**config.mk**
```make
export PLATFORM = sky130hd
export DESIGN_NAME = intra4_top
export DESIGN_NICKNAME = d
export VERILOG_FILES = /design/src/rtl/intra4_pkg.sv /design/src/rtl/intra4_cand_if.sv /design/src/rtl/intra4_cfg_regs.sv /design/src/rtl/intra4_pred.sv /design/src/rtl/intra4_eval.sv /design/src/rtl/intra4_pick.sv /design/src/rtl/intra4_top.sv
export SDC_FILE = /design/constraint.sdc
export NUM_CORES = 2
export LEC_CHECK = 0
export ABC_AREA = 0
export BUFFER_PORTS_ARGS = -buffer_cell sky130_fd_sc_hd__buf_2
export CAP_MARGIN = 0
export CELL_PAD_IN_SITES_DETAIL_PLACEMENT = 0
export CELL_PAD_IN_SITES_GLOBAL_PLACEMENT = 1
export CORE_MARGIN = 2
export CORE_UTILIZATION = 47
export DETAILED_ROUTE_END_ITERATION = 7
export PLACE_DENSITY_LB_ADDON = 0.1
export SLEW_MARGIN = 40
export SYNTH_ARGS = -nofsm -noshare
export SYNTH_HDL_FRONTEND = slang
export SYNTH_SLANG_ARGS = --single-unit
```
**constraint.sdc**
```tcl
create_clock -name clk -period 18.7 [get_ports clk]
set_input_delay 0 -clock clk [delete_from_list [all_inputs] [get_ports clk]]
set_output_delay 0 -clock clk [all_outputs]
set_load 0.005 [all_outputs]
```
**src/rtl/intra4_pkg.sv**
```systemverilog
// ----------------------------------------
// Shared types, mode encoding and fixed
// header cost table for the 4x4 picker
// ----------------------------------------

package intra4_pkg;

    // Default rate weight width
    parameter int LAMBDA_W = 16;

    localparam int NUM_MODES = 4;

    // One luma sample
    typedef logic [7:0] pixel_t;

    // 4x4 block, byte k is row k/4 column k%4
    typedef logic [127:0] blk_t;

    // Four neighbour samples, byte 0 first
    typedef logic [31:0] edge_t;

    // Max SSE is 16 * 255^2, fits 21 bits
    typedef logic [20:0] sse_t;

    typedef logic [10:0] cost_t;

    typedef logic [31:0] score_t;

    typedef enum logic [1:0] {
        MODE_DC = 2'd0,
        MODE_TM = 2'd1,
        MODE_VE = 2'd2,
        MODE_HE = 2'd3
    } mode_t;

    // Header bits per mode, scaled
    localparam cost_t MODE_COST [NUM_MODES] = '{
        11'd40,
        11'd1151,
        11'd1723,
        11'd1874
    };

endpackage

```
**src/rtl/intra4_cand_if.sv**
```systemverilog
// ----------------------------------------
// Candidate stream, evaluator to picker
// ----------------------------------------

`timescale 1ns/1ns

interface intra4_cand_if;
    import intra4_pkg::*;

    logic  valid;
    mode_t mode;
    sse_t  sse;
    // Final candidate of the block
    logic  last;

    modport source (
        output valid, mode, sse, last
    );

    modport sink (
        input valid, mode, sse, last
    );

endinterface

```
**src/rtl/intra4_cfg_regs.sv**
```systemverilog
// ----------------------------------------
// Lambda and mode-enable registers
// ----------------------------------------

`timescale 1ns/1ns

module intra4_cfg_regs #(
    parameter int LAMBDA_W = intra4_pkg::LAMBDA_W
) (
    input  logic                clk,
    input  logic                rst_n,
    input  logic                cfg_wr_i,
    input  logic [LAMBDA_W-1:0] cfg_lambda_i,
    input  logic [2:0]          cfg_mode_en_i,
    output logic [LAMBDA_W-1:0] lambda_o,
    output logic [2:0]          mode_en_o
);

    logic [LAMBDA_W-1:0] lambda_q;
    // Bit 0 TM, bit 1 VE, bit 2 HE
    logic [2:0]          mode_en_q;

    always_ff @(posedge clk or negedge rst_n) begin
        if (!rst_n) begin
            lambda_q  <= '0;
            mode_en_q <= 3'b111;
        end else if (cfg_wr_i) begin
            lambda_q  <= cfg_lambda_i;
            mode_en_q <= cfg_mode_en_i;
        end
    end

    assign lambda_o  = lambda_q;
    assign mode_en_o = mode_en_q;

endmodule

```
**src/rtl/intra4_pred.sv**
```systemverilog
// ----------------------------------------
// DC, TM, VE and HE predictors for 4x4
// ----------------------------------------

`timescale 1ns/1ns

module intra4_pred (
    input  intra4_pkg::edge_t  top_i,
    input  intra4_pkg::edge_t  left_i,
    input  intra4_pkg::pixel_t top_left_i,
    input  intra4_pkg::mode_t  mode_i,
    output intra4_pkg::blk_t   pred_o
);
    import intra4_pkg::*;

    logic [10:0]       dc_sum;
    pixel_t            dc_val;
    logic signed [9:0] tm_val;
    pixel_t            tm_clip;
    pixel_t            top_pix;
    pixel_t            left_pix;

    // Rounded mean of eight neighbours
    always_comb begin
        dc_sum = 11'd4;
        for (int i = 0; i < 4; i++) begin
            dc_sum = dc_sum + 11'(top_i[8*i +: 8]) + 11'(left_i[8*i +: 8]);
        end
    end

    assign dc_val = dc_sum[10:3];

    always_comb begin
        pred_o   = '0;
        tm_val   = '0;
        tm_clip  = '0;
        top_pix  = '0;
        left_pix = '0;
        for (int r = 0; r < 4; r++) begin
            for (int c = 0; c < 4; c++) begin
                top_pix  = top_i[8*c +: 8];
                left_pix = left_i[8*r +: 8];

                // TrueMotion gradient, clipped to pixel range
                tm_val = $signed({2'b00, left_pix}) + $signed({2'b00, top_pix})
                       - $signed({2'b00, top_left_i});
                if (tm_val < 0) begin
                    tm_clip = 8'd0;
                end else if (tm_val > 10'sd255) begin
                    tm_clip = 8'd255;
                end else begin
                    tm_clip = tm_val[7:0];
                end

                case (mode_i)
                    MODE_DC: pred_o[8*(4*r+c) +: 8] = dc_val;
                    MODE_TM: pred_o[8*(4*r+c) +: 8] = tm_clip;
                    MODE_VE: pred_o[8*(4*r+c) +: 8] = top_pix;
                    MODE_HE: pred_o[8*(4*r+c) +: 8] = left_pix;
                    default: pred_o[8*(4*r+c) +: 8] = dc_val;
                endcase
            end
        end
    end

endmodule

```
**src/rtl/intra4_eval.sv**
```systemverilog
// ----------------------------------------
// Block latch, mode sequencer and SSE
// ----------------------------------------

`timescale 1ns/1ns

module intra4_eval (
    input  logic               clk,
    input  logic               rst_n,
    input  logic               start_i,
    input  intra4_pkg::blk_t   src_i,
    input  intra4_pkg::edge_t  top_i,
    input  intra4_pkg::edge_t  left_i,
    input  intra4_pkg::pixel_t top_left_i,
    intra4_cand_if.source      cand
);
    import intra4_pkg::*;

    typedef enum logic {
        ST_IDLE,
        ST_RUN
    } state_t;

    state_t      state;
    logic [1:0]  mode_cnt;
    blk_t        src_q;
    edge_t       top_q;
    edge_t       left_q;
    pixel_t      top_left_q;
    blk_t        pred;
    pixel_t      abs_diff;
    logic [15:0] sq;
    sse_t        sse_sum;

    intra4_pred u_pred (
        .top_i      (top_q),
        .left_i     (left_q),
        .top_left_i (top_left_q),
        .mode_i     (mode_t'(mode_cnt)),
        .pred_o     (pred)
    );

    always_comb begin
        sse_sum  = '0;
        abs_diff = '0;
        sq       = '0;
        for (int k = 0; k < 16; k++) begin
            if (src_q[8*k +: 8] > pred[8*k +: 8]) begin
                abs_diff = src_q[8*k +: 8] - pred[8*k +: 8];
            end else begin
                abs_diff = pred[8*k +: 8] - src_q[8*k +: 8];
            end
            sq      = abs_diff * abs_diff;
            sse_sum = sse_sum + sse_t'(sq);
        end
    end

    // ----------------------------------------
    // Control, one mode per cycle
    // ----------------------------------------
    always_ff @(posedge clk or negedge rst_n) begin
        if (!rst_n) begin
            state      <= ST_IDLE;
            mode_cnt   <= '0;
            cand.valid <= 1'b0;
            cand.last  <= 1'b0;
        end else begin
            cand.valid <= (state == ST_RUN);
            cand.last  <= (state == ST_RUN) && (mode_cnt == 2'd3);
            case (state)
                ST_IDLE: begin
                    if (start_i) begin
                        state    <= ST_RUN;
                        mode_cnt <= '0;
                    end
                end
                ST_RUN: begin
                    mode_cnt <= mode_cnt + 2'd1;
                    if (mode_cnt == 2'd3) begin
                        state <= ST_IDLE;
                    end
                end
                default: state <= ST_IDLE;
            endcase
        end
    end

    // Start is ignored while a block is in flight
    always_ff @(posedge clk) begin
        if (state == ST_IDLE && start_i) begin
            src_q      <= src_i;
            top_q      <= top_i;
            left_q     <= left_i;
            top_left_q <= top_left_i;
        end
        if (state == ST_RUN) begin
            cand.mode <= mode_t'(mode_cnt);
            cand.sse  <= sse_sum;
        end
    end

endmodule

```
**src/rtl/intra4_pick.sv**
```systemverilog
// ----------------------------------------
// RD scoring and best-mode selection
// ----------------------------------------

`timescale 1ns/1ns

module intra4_pick #(
    parameter int LAMBDA_W = intra4_pkg::LAMBDA_W
) (
    input  logic                clk,
    input  logic                rst_n,
    intra4_cand_if.sink         cand,
    input  logic [LAMBDA_W-1:0] lambda_i,
    input  logic [2:0]          mode_en_i,
    output intra4_pkg::mode_t   best_mode_o,
    output intra4_pkg::score_t  best_score_o,
    output logic                done_o
);
    import intra4_pkg::*;

    logic [3:0] en_all;
    logic       cand_en;
    score_t     cand_score;
    logic       have_best;
    mode_t      best_mode_q;
    score_t     best_score_q;
    logic       take;
    mode_t      nxt_mode;
    score_t     nxt_score;

    // DC always enabled
    assign en_all  = {mode_en_i, 1'b1};
    assign cand_en = en_all[cand.mode];

    // 256 * SSE + lambda * header cost
    assign cand_score = (score_t'(cand.sse) << 8)
                      + score_t'(lambda_i) * score_t'(MODE_COST[cand.mode]);

    // Strict less, so ties keep the lower mode
    assign take      = !have_best || (cand_en && (cand_score < best_score_q));
    assign nxt_mode  = take ? cand.mode : best_mode_q;
    assign nxt_score = take ? cand_score : best_score_q;

    always_ff @(posedge clk or negedge rst_n) begin
        if (!rst_n) begin
            have_best    <= 1'b0;
            done_o       <= 1'b0;
            best_mode_o  <= MODE_DC;
            best_score_o <= '0;
        end else begin
            done_o <= cand.valid && cand.last;
            if (cand.valid) begin
                have_best <= !cand.last;
            end
            if (cand.valid && cand.last) begin
                best_mode_o  <= nxt_mode;
                best_score_o <= nxt_score;
            end
        end
    end

    // Running best within a block
    always_ff @(posedge clk) begin
        if (cand.valid) begin
            best_mode_q  <= nxt_mode;
            best_score_q <= nxt_score;
        end
    end

endmodule

```
**src/rtl/intra4_top.sv**
```systemverilog
// ----------------------------------------
// Top level of the 4x4 intra mode picker
// ----------------------------------------

`timescale 1ns/1ns

module intra4_top #(
    parameter int LAMBDA_W = intra4_pkg::LAMBDA_W
) (
    input  logic                clk,
    input  logic                rst_n,
    input  logic                cfg_wr_i,
    input  logic [LAMBDA_W-1:0] cfg_lambda_i,
    input  logic [2:0]          cfg_mode_en_i,
    input  logic                start_i,
    input  intra4_pkg::blk_t    src_i,
    input  intra4_pkg::edge_t   top_i,
    input  intra4_pkg::edge_t   left_i,
    input  intra4_pkg::pixel_t  top_left_i,
    output intra4_pkg::mode_t   best_mode_o,
    output intra4_pkg::score_t  best_score_o,
    output logic                done_o
);

    logic [LAMBDA_W-1:0] lambda;
    logic [2:0]          mode_en;

    intra4_cand_if cand_if ();

    intra4_cfg_regs #(.LAMBDA_W(LAMBDA_W)) u_cfg (
        .clk           (clk),
        .rst_n         (rst_n),
        .cfg_wr_i      (cfg_wr_i),
        .cfg_lambda_i  (cfg_lambda_i),
        .cfg_mode_en_i (cfg_mode_en_i),
        .lambda_o      (lambda),
        .mode_en_o     (mode_en)
    );

    intra4_eval u_eval (
        .clk        (clk),
        .rst_n      (rst_n),
        .start_i    (start_i),
        .src_i      (src_i),
        .top_i      (top_i),
        .left_i     (left_i),
        .top_left_i (top_left_i),
        .cand       (cand_if.source)
    );

    intra4_pick #(.LAMBDA_W(LAMBDA_W)) u_pick (
        .clk          (clk),
        .rst_n        (rst_n),
        .cand         (cand_if.sink),
        .lambda_i     (lambda),
        .mode_en_i    (mode_en),
        .best_mode_o  (best_mode_o),
        .best_score_o (best_score_o),
        .done_o       (done_o)
    );

endmodule

```
Yosys cells after proc, flatten, opt, wreduce, memory -nomap -nowiden. Cells that the tools add are included.

$add $sub $neg: 89. Multipliers: 17. $lt $le $gt $ge: 51. Equal/unequal tests: 4. Multiplexer cells: 76. Bitwise logic cells: 2. Reduce and logical (&&, ||, !) cells: 8.

Operators with widths (number): case mux 8 bit (4 select lines) (16); 2-to-1 mux 8 bit (48); adder 21 x 16 -> 21 bit (14); multiplier 8 x 8 -> 16 bit (16); subtractor 8 bit (32); greater-than comparator 10 x 9 -> 1 bit, second input constant (16); less-than comparator 10 x 1 -> 1 bit, second input constant (16); subtractor 9 x 8 -> 10 bit (16); adder 8 x 8 -> 9 bit (16); greater-than comparator 8 bit (16); adder 11 x 8 -> 11 bit (7); less-than comparator 32 bit (1); 2-to-1 mux 32 bit (1); adder 29 x 27 -> 30 bit (1); multiplier 16 x 11 -> 27 bit (1); binary-select mux 11 bit (select 2 bit) (1); 2-to-1 mux 11 bit (2); adder 16 x 16 -> 17 bit (1); adder 3 x 8 -> 9 bit, first input constant (1); == test 2 bit, second input constant (2); logical AND 1 bit (4); 2-to-1 mux 2 bit (2); case mux 2 bit (2 select lines) (1); greater-or-equal comparator 3 bit, second input constant (1); 12 further kinds (15).

Register bits: 317. Input port bits: 223. Output and inout port bits: 35. Logic and storage cells: 265.

Longest topological paths before layout.
Depth after elaboration: 27. Depth in mapped cells: 74. Gate-level depth less buffers: 72.

Hierarchy. A second synthesis with hierarchy kept.

Cells, all modules: 7242. Area total of the unflattened synthesis: 69097.5 sq um.

By module, submodules not included: intra4_eval (times used 1, cells each 4549, area an instance 45962.8 sq um, seq. area each 6821.5 sq um); intra4_pred (times used 1, cells each 1627, area an instance 12522.0 sq um, seq. area each 0.0 sq um); intra4_pick (times used 1, cells each 1026, area an instance 9850.7 sq um, seq. area each 1921.8 sq um); intra4_cfg_regs (times used 1, cells each 40, area an instance 762.0 sq um, seq. area each 479.2 sq um).

Least setup slack after synthesis. OpenSTA, ideal clock, no wires.

Path type: reg-to-reg. From: register u_eval.top_q[2]. To: register u_eval.cand.sse[20], data pin. Setup time: 0.258 ns. Data arrival time: 17.123 ns. Path slack: 1.320 ns. Cell stages (with the launch flop): 68. Path through: edfxtp_1 ha_1 inv_1 fa_1 fa_1 fa_1 fa_1 inv_1 fa_1 a21o_1 a21oi_1 o21bai_1 a21oi_1 o21bai_1 a21oi_1 xor2_1 and2_1 clkbuf_1 [32 not listed] fa_1 inv_1 fa_1 inv_1 fa_1 fa_1 fa_1 inv_1 fa_1 ha_1 nand2_1 nor2_1 o2bb2ai_1 o211ai_1 a21boi_0 o21bai_1 a311o_1 xnor2_1.

Cells in the longest elaborated chain, start to end: 27. Elaborated cells between the ends (all ways): 143. Classes of those cells: 63 x add/sub; 16 x mul; 24 x order compare; 40 x mux.

RTL lines: from (decl) (RTL line intra4_eval.sv:27) `edge_t top_q;`; from (signal assigned) (RTL line intra4_eval.sv:92) `top_q <= top_i;`; adder 3 x 8 -> 9 bit (RTL line intra4_pred.sv:27) `dc_sum = dc_sum + 11'(top_i[8*i +: 8]) + 11'(left_i[8*i +: 8]);`; adder 11 x 8 -> 11 bit (7 in series) (RTL line intra4_pred.sv:27); case mux 8 bit (4 select lines) (RTL line intra4_pred.sv:55) `case (mode_i)`; subtractor 8 bit, or another cell as far along (RTL line intra4_eval.sv:51) `abs_diff = pred[8*k +: 8] - src_q[8*k +: 8];`; 2-to-1 mux 8 bit (RTL line intra4_eval.sv:48) `if (src_q[8*k +: 8] > pred[8*k +: 8]) begin`; multiplier 8 x 8 -> 16 bit (RTL line intra4_eval.sv:53) `sq = abs_diff * abs_diff;`; adder 16 x 16 -> 17 bit (RTL line intra4_eval.sv:54) `sse_sum = sse_sum + sse_t'(sq);`; adder 21 x 16 -> 21 bit (13 in series) (RTL line intra4_eval.sv:54); adder 21 x 16 -> 21 bit * (RTL line intra4_eval.sv:54); via u_eval.sse_sum[20] (RTL line intra4_eval.sv:33) `sse_t sse_sum;`; to (signal assigned) (RTL line intra4_eval.sv:98) `cand.sse <= sse_sum;`; to (decl) (RTL line intra4_cand_if.sv:17) `output valid, mode, sse, last`.

Mark *: on every way through the listed nets, which the timed path passes. The rest lies on a longest branch. A chain may end at the register's enable or synchronous reset.

Worst setup path after layout.
From: register u_eval.left_q[16]. To: register u_eval.cand.sse[20], data pin.

Cells in the longest elaborated chain, start to end: 22. Elaborated cells between the ends (all ways): 138. Classes of those cells: 58 x add/sub; 16 x mul; 24 x order compare; 40 x mux.

RTL lines: from (decl) (RTL line intra4_eval.sv:28) `edge_t left_q;`; from (signal assigned) (RTL line intra4_eval.sv:93) `left_q <= left_i;`; adder 11 x 8 -> 11 bit (3 in series) (RTL line intra4_pred.sv:27); case mux 8 bit (4 select lines) (RTL line intra4_pred.sv:55); subtractor 8 bit, or another cell as far along (RTL line intra4_eval.sv:51); 2-to-1 mux 8 bit (RTL line intra4_eval.sv:48); multiplier 8 x 8 -> 16 bit (RTL line intra4_eval.sv:53); adder 16 x 16 -> 17 bit (RTL line intra4_eval.sv:54); adder 21 x 16 -> 21 bit (13 in series) (RTL line intra4_eval.sv:54); adder 21 x 16 -> 21 bit * (RTL line intra4_eval.sv:54); via u_eval.sse_sum[20] (RTL line intra4_eval.sv:33).

Marks and branches as above.

==> impl_metrics.tcl <==
set metrics [dict create \
    slowest_stage "edfxtp_1" \
    multiInputGateArea_mm2 0.0533 \
    netlist_instances 7174 \
    worstPathRequired_ns 19.06 \
    reg2reg_depth 66 \
    root_buffer "clkbuf_16" \
    core_mm2 0.146 \
    synth_nets 9432 \
    first_global_vias 54700 \
    rrSetupSlack_ns 0.67 \
    drt_wl_total_um 242000 \
    status "finished clean" \
    grt_max_degree 158 \
    syn_area_mm2 0.0692 \
    clock-sinks 317 \
    ys_types 107 \
    final_common_cell "inv_1" \
    holdWs_ns 0.0516 \
    ys_seq_area_share_pct 13.3 \
    nFillCells 13400 \
    regArea_mm2 0.00922 \
    drtIter0Drc 3572 \
    dr.pass1.iters 5 \
    mostFrequentLayoutCells "inv_1, fa_1, ha_1, nor2_1, nand2_1" \
    area_growth_syn_to_layout_pct 12.5 \
    clockBufferDepth 3 \
    nets 10000 \
    path_class "reg -> reg" \
    grt.total_usage_pct 32.6 \
    grt_overflow 0 \
    ys_ff_latch 317 \
    setup_violations 0 \
    cts_buffers 45 \
    fin_crit_sh_pct 96.4 \
    critPathCaptureType "flop" \
    crit_path_frequent_cell "fa_1" \
    crit_fanout 11 \
    globalplace.congestion 0.996 \
    rows 140 \
    dpl.hpwl_um 207000 \
    tightest_slew_ns 0.941 \
    synthArstFlopShare_pct 18.9 \
    cp_slowest_stage_delay_ns 0.59 \
    ant_nets 0 \
    grt_pass1_wl_um 357000 \
    initial_core_util_pct 47.4 \
    stdcell_count 9699 \
    drc 0 \
    critPathArrivalTime_ns 18.39 \
    placed_cells 9368 \
    die-height_um 388 \
    layout-drive-gt1-share_pct 10.9 \
    hold_violations 0 \
    die_w_um 388 \
    hp-class "in -> reg" \
    vias_per_cell 5.38 \
    pin_count 258 \
    htreeDepth 2 \
    clk_pin_slew_worst_paths_ns 0.07 \
    antenna_found_initial 4 \
    wl_per_cell_um 25.0 \
    max_slew_margin_pct 37.2 \
    hp-start "src_i[105]" \
    period_minus_slack_ns 18.03 \
    hold_depth 2 \
    cap_violations 0 \
    r2r-start "u_eval.left_q[16]$_DFFE_PP_" \
    synth-edff-count 257 \
    drv_slew 0 \
    port_buffers 257 \
    fmax_mhz 55.5 \
    cts_tree "yes" \
    clk_latency_ns 0.66 \
    synth.avg_cell_area_um2 9.64 \
    rr_endpoint "u_eval.cand.sse[20]$_DFFE_PP_" \
    die-area_mm2 0.150 \
    min_to "u_eval.src_q[105]$_DFFE_PP_" \
    start_kind "flop" \
    ys.flop_type "edfxtp_1" \
    yosys_warnings 0 \
    skew_ns 0.0513 \
    dr_total_vias 52200 \
]
-- metrics by stage --
step	TNS, ns	area (µm²)	setup slack [ns]	utilization, %
after global placement	0	73500	0.327	50.3
after detailed placement	0	73700	0.304	50.5
after CTS	0	77500	0.217	53.1
after floorplan	0	69200	1.32	-
final	0	77800	0.666	53.3
after global routing	-0.0187	77800	-0.0187	53.3
-- synthesized netlist by cell type (10+ instances only) --
library cell / count / area share, %
nor3_1: 40 / 0.29
buf_2: 14 / 0.10
nand2_1: 297 / 1.6
ha_1: 871 / 16
a211o_1: 11 / 0.14
o31ai_1: 28 / 0.30
fa_1: 1164 / 34
nand4_1: 43 / 0.39
o31a_1: 19 / 0.24
a31o_2: 112 / 1.4
a21oi_1: 246 / 1.8
xor2_1: 97 / 1.2
mux2_2: 114 / 1.9
or2_2: 53 / 0.48
a31oi_1: 121 / 1.1
or3_1: 14 / 0.13
clkbuf_1: 78 / 0.42
nand2b_1: 81 / 0.73
xnor2_1: 171 / 2.2
and3_1: 31 / 0.28
o21bai_1: 54 / 0.59
dfrtp_1: 57 / 2.1
nor2_1: 418 / 2.3
nand3_1: 52 / 0.38
inv_1: 1779 / 9.7
nor2b_1: 86 / 0.78
o2111ai_1: 12 / 0.15
a21o_1: 85 / 0.92
and2_1: 149 / 1.3
o21ai_0: 237 / 1.7
mux2i_1: 57 / 0.82
a221oi_1: 10 / 0.13
o211ai_1: 27 / 0.29
a21boi_0: 13 / 0.14
edfxtp_1: 257 / 11
a211oi_1: 31 / 0.34
o21ai_1: 15 / 0.11
o21a_1: 43 / 0.47
-- worst max-delay path by stage --
stage / from / end / slack (ns) / cells after the start
5_1_grt: u_eval.left_q[2]$_DFFE_PP_ / u_eval.cand.sse[20]$_DFFE_PP_ / -0.02 / 64
6_report: u_eval.left_q[16]$_DFFE_PP_ / u_eval.cand.sse[20]$_DFFE_PP_ / 0.67 / 66
3_5_place_dp: u_eval.left_q[24]$_DFFE_PP_ / u_eval.cand.sse[20]$_DFFE_PP_ / 0.30 / 65
4_1_cts: u_eval.left_q[24]$_DFFE_PP_ / u_eval.cand.sse[20]$_DFFE_PP_ / 0.22 / 65
2_1_floorplan: u_eval.top_q[2]$_DFFE_PP_ / u_eval.cand.sse[20]$_DFFE_PP_ / 1.32 / 67
3_3_place_gp: u_eval.top_q[3]$_DFFE_PP_ / u_eval.cand.sse[20]$_DFFE_PP_ / 0.33 / 67
-- critical path: cells and delay by family, from the launching register on --
family,cells,cell delay [ns]
xor gates and xnor gates,4,0.55
DFF,1,0.59
and+or+nand+nor,7,1.22
AOI/OAI and AO/OA,20,3.97
adders and majority gates,23,10.55
muxes,1,0.24
buffers and inverters,11,0.58
-- state kept, by name, summed over array words and instances (netlist names) --
name and count:
u_pick.best_mode_o 2, u_cfg.mode_en_o 3, u_pick.best_score_q 32, u_cfg.lambda_o 16
u_eval.left_q 32, u_pick.best_mode_q 2, u_eval.state 1, u_pick.done_o 1
u_pick.have_best 1, u_eval.src_q 128, u_eval.top_q 32, u_eval.mode_cnt 2
u_eval.cand.mode 2, u_pick.best_score_o 32, u_eval.cand.last 1, u_eval.top_left_q 8
u_eval.cand.sse 21, u_eval.cand.valid 1
-- timing repair --
action                     CTS  global route
hold buffers               241             0
setup buffers                0             4
setup endpoints to repair    0             9
hold endpoints to repair   281             0
resized for setup            0            30
-- logic make-up after synthesis --
| group | count (synthesis) | synth area share, % |
|---|---|---|
| other | 1 | 0.00542 |
| and+or+nand+nor | 1309 | 9.21 |
| muxes | 172 | 2.70 |
| DFF | 317 | 13.3 |
| xor gates and xnor gates | 279 | 3.65 |
| adders and majority gates | 2035 | 49.4 |
| buffers and inverters | 1888 | 10.3 |
| AOI/OAI and AO/OA | 1173 | 11.4 |
-- cell type report --
class | count | share of cell area, %
inverters | 1785 | 8.61
clock buffers | 48 | 1.49
clock inverters | 33 | 0.386
flip-flops and latches | 317 | 11.9
well taps | 1917 | 3.08
diodes | 4 | 0.0129
repair buffers | 626 | 6.04
multi-input cells | 4969 | 68.5
-- layer usage --
layer  wire, µm  GRT usage, %
met2     113000          53.5
met3      13600          4.22
met1     102000          42.9
met4      13800          15.5
met5          0             0
Power is not shown: default switching activity piles up to over one toggle a cycle in this logic, so the estimate is an artifact.
